## config.mk

```make
export PLATFORM = sky130hd
export DESIGN_NAME = c64_media_loader
export DESIGN_NICKNAME = d
export VERILOG_FILES = /design/src/verilog/c64_loader_pkg.sv /design/src/verilog/prg_tap_loader.sv /design/src/verilog/tape_reader.sv /design/src/verilog/tape_fifo.sv /design/src/verilog/mem_slot_arbiter.sv /design/src/verilog/c64_media_loader.sv
export SDC_FILE = /design/constraint.sdc
export NUM_CORES = 1
export LEC_CHECK = 0
export BUFFER_PORTS_ARGS = -buffer_cell sky130_fd_sc_hd__buf_2
export CAP_MARGIN = 40
export CELL_PAD_IN_SITES_DETAIL_PLACEMENT = 1
export CELL_PAD_IN_SITES_GLOBAL_PLACEMENT = 1
export CORE_AREA = 2 2 141 143
export CTS_BUF_LIST = sky130_fd_sc_hd__clkbuf_16
export DETAILED_ROUTE_END_ITERATION = 12
export DIE_AREA = 0 0 143 145
export PLACE_DENSITY_LB_ADDON = 0.25
export SLEW_MARGIN = 10
export SYNTH_ARGS = -nofsm -noshare
export SYNTH_HDL_FRONTEND = slang
export SYNTH_SLANG_ARGS = --single-unit
```

## constraint.sdc

```tcl
create_clock -name clk_sys -period 3.1 [get_ports clk_sys]
set_clock_uncertainty 0.15 [all_clocks]
set_input_delay 0.155 -clock clk_sys [delete_from_list [all_inputs] [get_ports clk_sys]]
set_output_delay 0.155 -clock clk_sys [all_outputs]
set_load 0.005 [all_outputs]
```

## src/verilog/c64_loader_pkg.sv

```systemverilog
/*
 * Media loader definitions
 * Address and byte types, download indices and the tape image location
 */

package c64_loader_pkg;

	// ====================
	// Memory geometry
	// ====================

	// Main memory address width
	localparam int ADDR_W = 25;

	// One memory address
	typedef logic [ADDR_W-1:0] addr_t;

	// One data byte
	typedef logic [7:0] byte_t;

	// ====================
	// Download indices
	// ====================

	// Program file with a two byte load address header
	localparam byte_t IDX_PRG = 8'd4;

	// Raw tape image
	localparam byte_t IDX_TAP = 8'd6;

	// ====================
	// Tape image area
	// ====================

	// First byte of the tape image in main memory
	localparam addr_t TAP_BASE = 25'h200000;

endpackage

```

## src/verilog/prg_tap_loader.sv

```systemverilog
/*
 * PRG/TAP loader
 * Turns download bytes into pending memory writes at PRG or TAP addresses
 */

`timescale 1ns/1ns

module prg_tap_loader
	import c64_loader_pkg::*;
(
	input  logic  clk_sys,
	input  logic  reset_n,

	input  logic  ioctl_wr_i,
	input  byte_t ioctl_index_i,
	input  addr_t ioctl_addr_i,
	input  byte_t ioctl_data_i,

	input  logic  wr_done_i,
	output logic  wr_req_o,
	output addr_t wr_addr_o,
	output byte_t wr_data_o
);

	logic  wr_req;
	addr_t load_addr;
	logic  is_prg;
	logic  is_tap;

	assign is_prg = (ioctl_index_i == IDX_PRG);
	assign is_tap = (ioctl_index_i == IDX_TAP);

	// ====================
	// Load address and request
	// ====================

	always_ff @(posedge clk_sys) begin
		if (!reset_n) begin
			wr_req    <= 1'b0;
			load_addr <= '0;
		end else begin
			// Arbiter issued the write, move on to the next address
			if (wr_done_i) begin
				wr_req    <= 1'b0;
				load_addr <= load_addr + 1'b1;
			end

			if (ioctl_wr_i) begin
				if (is_prg) begin
					// Load address header, low byte first
					if (ioctl_addr_i == '0) begin
						load_addr <= {{(ADDR_W-8){1'b0}}, ioctl_data_i};
					end else if (ioctl_addr_i == addr_t'(1)) begin
						load_addr[15:8] <= ioctl_data_i;
					end else begin
						wr_req <= 1'b1;
					end
				end else if (is_tap) begin
					// Tape image always starts at its fixed base
					if (ioctl_addr_i == '0) begin
						load_addr <= TAP_BASE;
					end
					wr_req <= 1'b1;
				end
			end
		end
	end

	// Data byte is held until the write goes out
	always_ff @(posedge clk_sys) begin
		if (ioctl_wr_i && (is_tap || (is_prg && ioctl_addr_i > addr_t'(1)))) begin
			wr_data_o <= ioctl_data_i;
		end
	end

	assign wr_req_o  = wr_req;
	assign wr_addr_o = load_addr;

endmodule

```

## src/verilog/tape_reader.sv

```systemverilog
/*
 * Tape reader
 * Tracks tape length and play state, requests tape bytes for the FIFO
 */

`timescale 1ns/1ns

module tape_reader
	import c64_loader_pkg::*;
#(
	parameter int FIFO_DEPTH = 4
)
(
	input  logic  clk_sys,
	input  logic  reset_n,

	input  logic  ioctl_download_i,
	input  byte_t ioctl_index_i,
	input  addr_t ioctl_addr_i,

	input  logic  play_btn_i,
	input  logic  unload_i,
	input  logic  fifo_full_i,

	input  logic  rd_done_i,
	output logic  rd_req_o,
	output addr_t rd_addr_o,
	output logic  tape_playing_o
);

	logic  tape_dl;
	logic  tape_dl_d;
	logic  play_btn_d;
	logic  playing;
	addr_t tap_len;
	addr_t play_idx;

	assign tape_dl = ioctl_download_i && (ioctl_index_i == IDX_TAP);

	always_ff @(posedge clk_sys) begin
		if (!reset_n) begin
			tape_dl_d  <= 1'b0;
			play_btn_d <= 1'b0;
			playing    <= 1'b0;
			tap_len    <= '0;
			play_idx   <= '0;
		end else begin
			tape_dl_d  <= tape_dl;
			play_btn_d <= play_btn_i;

			if (tape_dl) begin
				// Image is being replaced so playback stays parked
				tap_len  <= ioctl_addr_i + 1'b1;
				play_idx <= '0;
				playing  <= 1'b0;
			end else if (unload_i) begin
				tap_len  <= '0;
				play_idx <= '0;
				playing  <= 1'b0;
			end else begin
				// Download just finished
				if (tape_dl_d) playing <= 1'b1;
				if (!play_btn_d && play_btn_i) playing <= ~playing;

				if (rd_done_i) play_idx <= play_idx + 1'b1;

				// Whole image fetched
				if (playing && play_idx == tap_len) playing <= 1'b0;
			end
		end
	end

	assign rd_req_o       = playing && (play_idx < tap_len) && !fifo_full_i;
	assign rd_addr_o      = TAP_BASE + play_idx;
	assign tape_playing_o = playing;

endmodule

```

## src/verilog/tape_fifo.sv

```systemverilog
/*
 * Tape byte FIFO
 * Holds fetched tape bytes in order until the player takes them
 */

`timescale 1ns/1ns

module tape_fifo
	import c64_loader_pkg::*;
#(
	parameter int FIFO_DEPTH = 4
)
(
	input  logic  clk_sys,
	input  logic  reset_n,
	input  logic  flush_i,

	input  logic  push_i,
	input  byte_t push_data_i,
	input  logic  pop_i,

	output byte_t head_o,
	output logic  full_o,
	output logic  empty_o
);

	localparam int PTR_W = $clog2(FIFO_DEPTH);

	byte_t            mem [FIFO_DEPTH];
	logic [PTR_W-1:0] wr_ptr;
	logic [PTR_W-1:0] rd_ptr;
	logic [PTR_W:0]   count;
	logic             do_push;
	logic             do_pop;

	assign full_o  = (count == (PTR_W+1)'(FIFO_DEPTH));
	assign empty_o = (count == '0);
	assign do_push = push_i && !full_o;
	assign do_pop  = pop_i && !empty_o;

	always_ff @(posedge clk_sys) begin
		if (!reset_n || flush_i) begin
			wr_ptr <= '0;
			rd_ptr <= '0;
			count  <= '0;
		end else begin
			if (do_push) wr_ptr <= wr_ptr + 1'b1;
			if (do_pop)  rd_ptr <= rd_ptr + 1'b1;
			count <= count + (PTR_W+1)'(do_push) - (PTR_W+1)'(do_pop);
		end
	end

	always_ff @(posedge clk_sys) begin
		if (do_push) mem[wr_ptr] <= push_data_i;
	end

	assign head_o = mem[rd_ptr];

endmodule

```

## src/verilog/mem_slot_arbiter.sv

```systemverilog
/*
 * Memory slot arbiter
 * One access per bus window, loader writes take the slot before tape reads
 */

`timescale 1ns/1ns

module mem_slot_arbiter
	import c64_loader_pkg::*;
(
	input  logic  clk_sys,
	input  logic  reset_n,
	input  logic  slot_i,

	input  logic  wr_req_i,
	input  addr_t wr_addr_i,
	input  byte_t wr_data_i,
	output logic  wr_done_o,

	input  logic  rd_req_i,
	input  addr_t rd_addr_i,
	output logic  rd_done_o,
	output byte_t rd_data_o,

	output logic  mem_ce_o,
	output logic  mem_we_o,
	output addr_t mem_addr_o,
	output byte_t mem_data_o,
	input  byte_t mem_rdata_i
);

	logic slot_d;
	logic slot_fall;
	logic slot_late;
	logic rd_pend;

	// Window opens on the falling edge of the slot level
	assign slot_fall = slot_d && !slot_i;
	// Second high cycle, memory data is valid here
	assign slot_late = slot_d && slot_i;

	always_ff @(posedge clk_sys) begin
		if (!reset_n) begin
			slot_d    <= 1'b0;
			mem_ce_o  <= 1'b0;
			mem_we_o  <= 1'b0;
			wr_done_o <= 1'b0;
			rd_pend   <= 1'b0;
		end else begin
			slot_d    <= slot_i;
			mem_ce_o  <= slot_fall && (wr_req_i || rd_req_i);
			mem_we_o  <= slot_fall && wr_req_i;
			wr_done_o <= slot_fall && wr_req_i;

			if (slot_fall) rd_pend <= !wr_req_i && rd_req_i;
			else if (slot_late) rd_pend <= 1'b0;
		end
	end

	always_ff @(posedge clk_sys) begin
		if (slot_fall) begin
			mem_addr_o <= wr_req_i ? wr_addr_i : rd_addr_i;
			mem_data_o <= wr_data_i;
		end
	end

	// A read whose request was withdrawn meanwhile is dropped
	assign rd_done_o = rd_pend && slot_late && rd_req_i;
	assign rd_data_o = mem_rdata_i;

endmodule

```

## src/verilog/c64_media_loader.sv

```systemverilog
/*
 * Media loader top
 * PRG/TAP download into main memory and tape image playback
 */

`timescale 1ns/1ns

module c64_media_loader
	import c64_loader_pkg::*;
#(
	parameter int FIFO_DEPTH = 4
)
(
	input  logic  clk_sys,
	input  logic  reset_n,

	input  logic  ioctl_download_i,
	input  byte_t ioctl_index_i,
	input  logic  ioctl_wr_i,
	input  addr_t ioctl_addr_i,
	input  byte_t ioctl_data_i,
	output logic  wait_o,

	input  logic  slot_i,
	output logic  mem_ce_o,
	output logic  mem_we_o,
	output addr_t mem_addr_o,
	output byte_t mem_data_o,
	input  byte_t mem_rdata_i,

	input  logic  play_btn_i,
	input  logic  unload_i,
	input  logic  tape_pop_i,
	output byte_t tape_data_o,
	output logic  tape_empty_o,
	output logic  tape_playing_o
);

	logic  wr_req;
	addr_t wr_addr;
	byte_t wr_data;
	logic  wr_done;
	logic  rd_req;
	addr_t rd_addr;
	logic  rd_done;
	byte_t rd_data;
	logic  fifo_full;

	// Buffered bytes are stale once a new image arrives or the tape is unloaded
	wire tape_flush = unload_i || (ioctl_download_i && ioctl_index_i == IDX_TAP);

	assign wait_o = wr_req;

	prg_tap_loader i_loader (
		.clk_sys       (clk_sys),
		.reset_n       (reset_n),
		.ioctl_wr_i    (ioctl_wr_i),
		.ioctl_index_i (ioctl_index_i),
		.ioctl_addr_i  (ioctl_addr_i),
		.ioctl_data_i  (ioctl_data_i),
		.wr_done_i     (wr_done),
		.wr_req_o      (wr_req),
		.wr_addr_o     (wr_addr),
		.wr_data_o     (wr_data)
	);

	tape_reader #(.FIFO_DEPTH(FIFO_DEPTH)) i_reader (
		.clk_sys          (clk_sys),
		.reset_n          (reset_n),
		.ioctl_download_i (ioctl_download_i),
		.ioctl_index_i    (ioctl_index_i),
		.ioctl_addr_i     (ioctl_addr_i),
		.play_btn_i       (play_btn_i),
		.unload_i         (unload_i),
		.fifo_full_i      (fifo_full),
		.rd_done_i        (rd_done),
		.rd_req_o         (rd_req),
		.rd_addr_o        (rd_addr),
		.tape_playing_o   (tape_playing_o)
	);

	tape_fifo #(.FIFO_DEPTH(FIFO_DEPTH)) i_fifo (
		.clk_sys     (clk_sys),
		.reset_n     (reset_n),
		.flush_i     (tape_flush),
		.push_i      (rd_done),
		.push_data_i (rd_data),
		.pop_i       (tape_pop_i),
		.head_o      (tape_data_o),
		.full_o      (fifo_full),
		.empty_o     (tape_empty_o)
	);

	mem_slot_arbiter i_arbiter (
		.clk_sys     (clk_sys),
		.reset_n     (reset_n),
		.slot_i      (slot_i),
		.wr_req_i    (wr_req),
		.wr_addr_i   (wr_addr),
		.wr_data_i   (wr_data),
		.wr_done_o   (wr_done),
		.rd_req_i    (rd_req),
		.rd_addr_i   (rd_addr),
		.rd_done_o   (rd_done),
		.rd_data_o   (rd_data),
		.mem_ce_o    (mem_ce_o),
		.mem_we_o    (mem_we_o),
		.mem_addr_o  (mem_addr_o),
		.mem_data_o  (mem_data_o),
		.mem_rdata_i (mem_rdata_i)
	);

endmodule

```

==> impl_metrics.json <==
{
  "synth_edf_count": 73,
  "drtIter0Drc": 383,
  "fin_nets": 977,
  "met1Wirelength_um": 10020,
  "top_layer_used": "met4",
  "die_w_um": 143,
  "final_cell_mix": "buf_2, dfxtp_1, edfxtp_1",
  "wl_met3_um": 815,
  "yosysSeqAreaShare_pct": 51.76,
  "drc": 0,
  "async_reset_ff_share_pct": 0,
  "grt_pass1_vias": 6745,
  "clock.fmax_mhz": 338.5,
  "period_minus_slack_ps": 2954,
  "wl_per_cell_um": 19.24,
  "numCtsBuffers": 17,
  "die_y_um": 145,
  "tns_ps": 0,
  "whs_ps": 40.44,
  "irDropWorstVdd_v": 0.0003551,
  "vias": 6353,
  "place_congestion": 0.8797,
  "grt_pass1_wl_um": 35760,
  "port_buffers": 102,
  "setup_slack_ps": 145.9,
  "die-area_um2": 20740,
  "drv_slew": 0,
  "maxCapViolCount": 0,
  "layout-drive-gt1-share_pct": 21.01,
  "overflow": 0,
  "synth_cell_type_count": 54,
  "worstPathRequired_ps": 3240,
  "synth-warning-count": 0,
  "wl_met2_um": 11190,
  "dp_hpwl_um": 16110,
  "fin_area_um2": 9698,
  "critical_path_class": "input port to register",
  "htree_levels": 4,
  "placement.cell_area_um2": 8621,
  "syn_inst": 728,
  "drtAntennaViolNets": 0,
  "final_util_pct": 50.49,
  "dpl.cell_count": 1079,
  "clockBufferDepth": 2,
  "avgSynthCellArea_um2": 10.71,
  "ys_ff_latch": 165,
  "hold_path_class": "input port to register",
  "total_power_mw": 4.583,
  "power_density_nw_per_um2": 472.6,
  "n_antenna_cell": 0,
  "finalHoldViolations": 0,
  "fillers": 2100,
  "dr.pass1.iters": 5,
  "status": "finished clean",
  "synth_area_um2": 7794,
  "io-pin-count": 103,
  "post_cts_buffers": 0,
  "relSlewSlack_pct": 54.44,
  "clock_latency_ps": 430,
  "arrival_ps": 3100,
  "setup_viol": 0,
  "grt_max_degree": 36,
  "stdcell_count": 1160,
  "initial_core_util_pct": 40.58,
  "core_um2": 19210,
  "rsz0062_at_grt": "false",
  "crit_path_start_kind": "input port",
  "regArea_um2": 4036,
  "p_leak_nw": 3.585,
  "synth_flop_cell": "dfxtp_1",
  "crit_fanout": 10,
  "cts_sinks": 165,
  "rows": 51,
  "clkTransAtPathRegs_ps": 60,
  "antenna_found_initial": 0,
  "cts_tree": "yes",
  "end_kind": "register",
  "routed_wl_um": 22320,
  "final_common_cell": "buf_2",
  "multi_input_area_um2": 3448,
  "syn_nets": 823,
  "syn_to_final_growth_pct": 24.43,
  "pre_cts_slack_ps": 178.6,
  "worst_pin_slew_ps": 678.9,
  "root_buffer": "clkbuf_16",
  "grt_usage_pct": 22.14,
  "final.period_utilization_pct": 95.29,
  "via_per_inst": 5.477
}
==> repair_timing <==
action / 4_1_cts / 5_1_grt
endpoints found under the hold margin: 84 / 0
gates resized for setup: 0 / 4
endpoints found under the setup margin: 0 / 37
hold buffers: 49 / 0
==> critical path, stage by stage <==
cell	delay [ps]
dlygate4sd3_1	530
buf_2	150
nor4_1	520
nand4_1	360
nor3_1	480
nand2b_1	320
nand2_1	430
o22ai_1	160
==> routing by layer <==
metal | GRT usage (%) | up-vias
met5 | 0 | -
met4 | 6.881 | 0
met3 | 2.970 | 25
met2 | 37.68 | 174
met1 | 29.10 | 3155
li1 | - | 2999
==> worst paths after layout <==
check	startpoint	to	cells past startpoint	slack [ps]
hold reg to reg	i_loader.wr_data_o[0]	i_arbiter.mem_data_o[0]	0	270
setup reg to reg	i_reader.play_idx[1]	i_reader.play_idx[23]	8	170
hold / removal	ioctl_addr_i[1]	i_reader.tap_len[3]	4	40
setup / recovery	ioctl_addr_i[22]	i_loader.wr_addr_o[1]	8	150
==> state kept, by name (all words and copies together) (netlist names), named ones only <==
register / count
i_loader.wr_data_o: 8
i_loader.wr_addr_o: 25
i_arbiter.mem_ce_o: 1
i_arbiter.mem_we_o: 1
i_fifo.count: 3
i_reader.play_idx: 25
i_arbiter.rd_pend: 1
i_fifo.wr_ptr: 2
i_reader.tape_playing_o: 1
i_arbiter.slot_d: 1
i_reader.play_btn_d: 1
i_fifo.mem: 32
i_reader.tap_len: 25
i_fifo.rd_ptr: 2
i_arbiter.mem_data_o: 8
i_loader.wr_req_o: 1
i_arbiter.mem_addr_o: 25
i_reader.tape_dl_d: 1
==> cell families (layout without fill, tap and decap cells) <==
| kind of cell | Yosys count | in the layout | synth area share [%] |
|---|---|---|---|
| multiplexers | 32 | 32 | 5.731 |
| buffers and inverters | 80 | 247 | 4.142 |
| XOR/XNOR | 51 | 51 | 5.731 |
| flip-flops | 165 | 165 | 51.76 |
| AND/OR/NAND/NOR | 233 | 233 | 16.21 |
| AO/OA/AOI/OAI | 129 | 129 | 10.23 |
| adder cells (fa/ha/maj) | 38 | 38 | 6.197 |
==> cells in the mapped netlist, types with 6 or more instances <==
| cell | instances | area, um^2 |
|---|---|---|
| or4_1 | 23 | 172.7 |
| and3_1 | 18 | 112.6 |
| edfxtp_1 | 73 | 2192 |
| clkbuf_1 | 22 | 82.58 |
| a22oi_1 | 7 | 52.55 |
| nor4_1 | 13 | 81.33 |
| mux2_2 | 21 | 236.5 |
| o21ai_1 | 6 | 30.03 |
| ha_1 | 37 | 462.9 |
| o22ai_1 | 33 | 206.5 |
| and2_1 | 6 | 37.54 |
| nand2b_1 | 7 | 43.79 |
| a21oi_1 | 36 | 180.2 |
| nand4_1 | 22 | 137.6 |
| mux4_2 | 8 | 180.2 |
| nand2_1 | 48 | 180.2 |
| o31ai_1 | 21 | 157.7 |
| o21ai_0 | 13 | 65.06 |
| nand3_1 | 34 | 170.2 |
| inv_1 | 48 | 180.2 |
| dfxtp_1 | 92 | 1842 |
| xnor2_1 | 19 | 166.4 |
| nor2_1 | 33 | 123.9 |
| xor2_1 | 32 | 280.3 |
| nor3_1 | 9 | 45.04 |
==> power breakdown <==
group	internal [mW]	total (mW)	switching, mW
clock	1.19	2.09	0.894
combinational	0.101	0.220	0.119
sequential	2.27	2.28	0.00369
total	3.57	4.58	1.02
==> final cells by class <==
class,count,share of cell area [%]
Tap cell,265,3.419
Sequential cell,165,41.62
Timing Repair Buffer,167,11.56
Multi-Input combinational cell,483,35.56
Clock buffer,17,4.387
Clock inverter,15,1.600
Inverter,48,1.858
(Power assumes the default switching activity.)
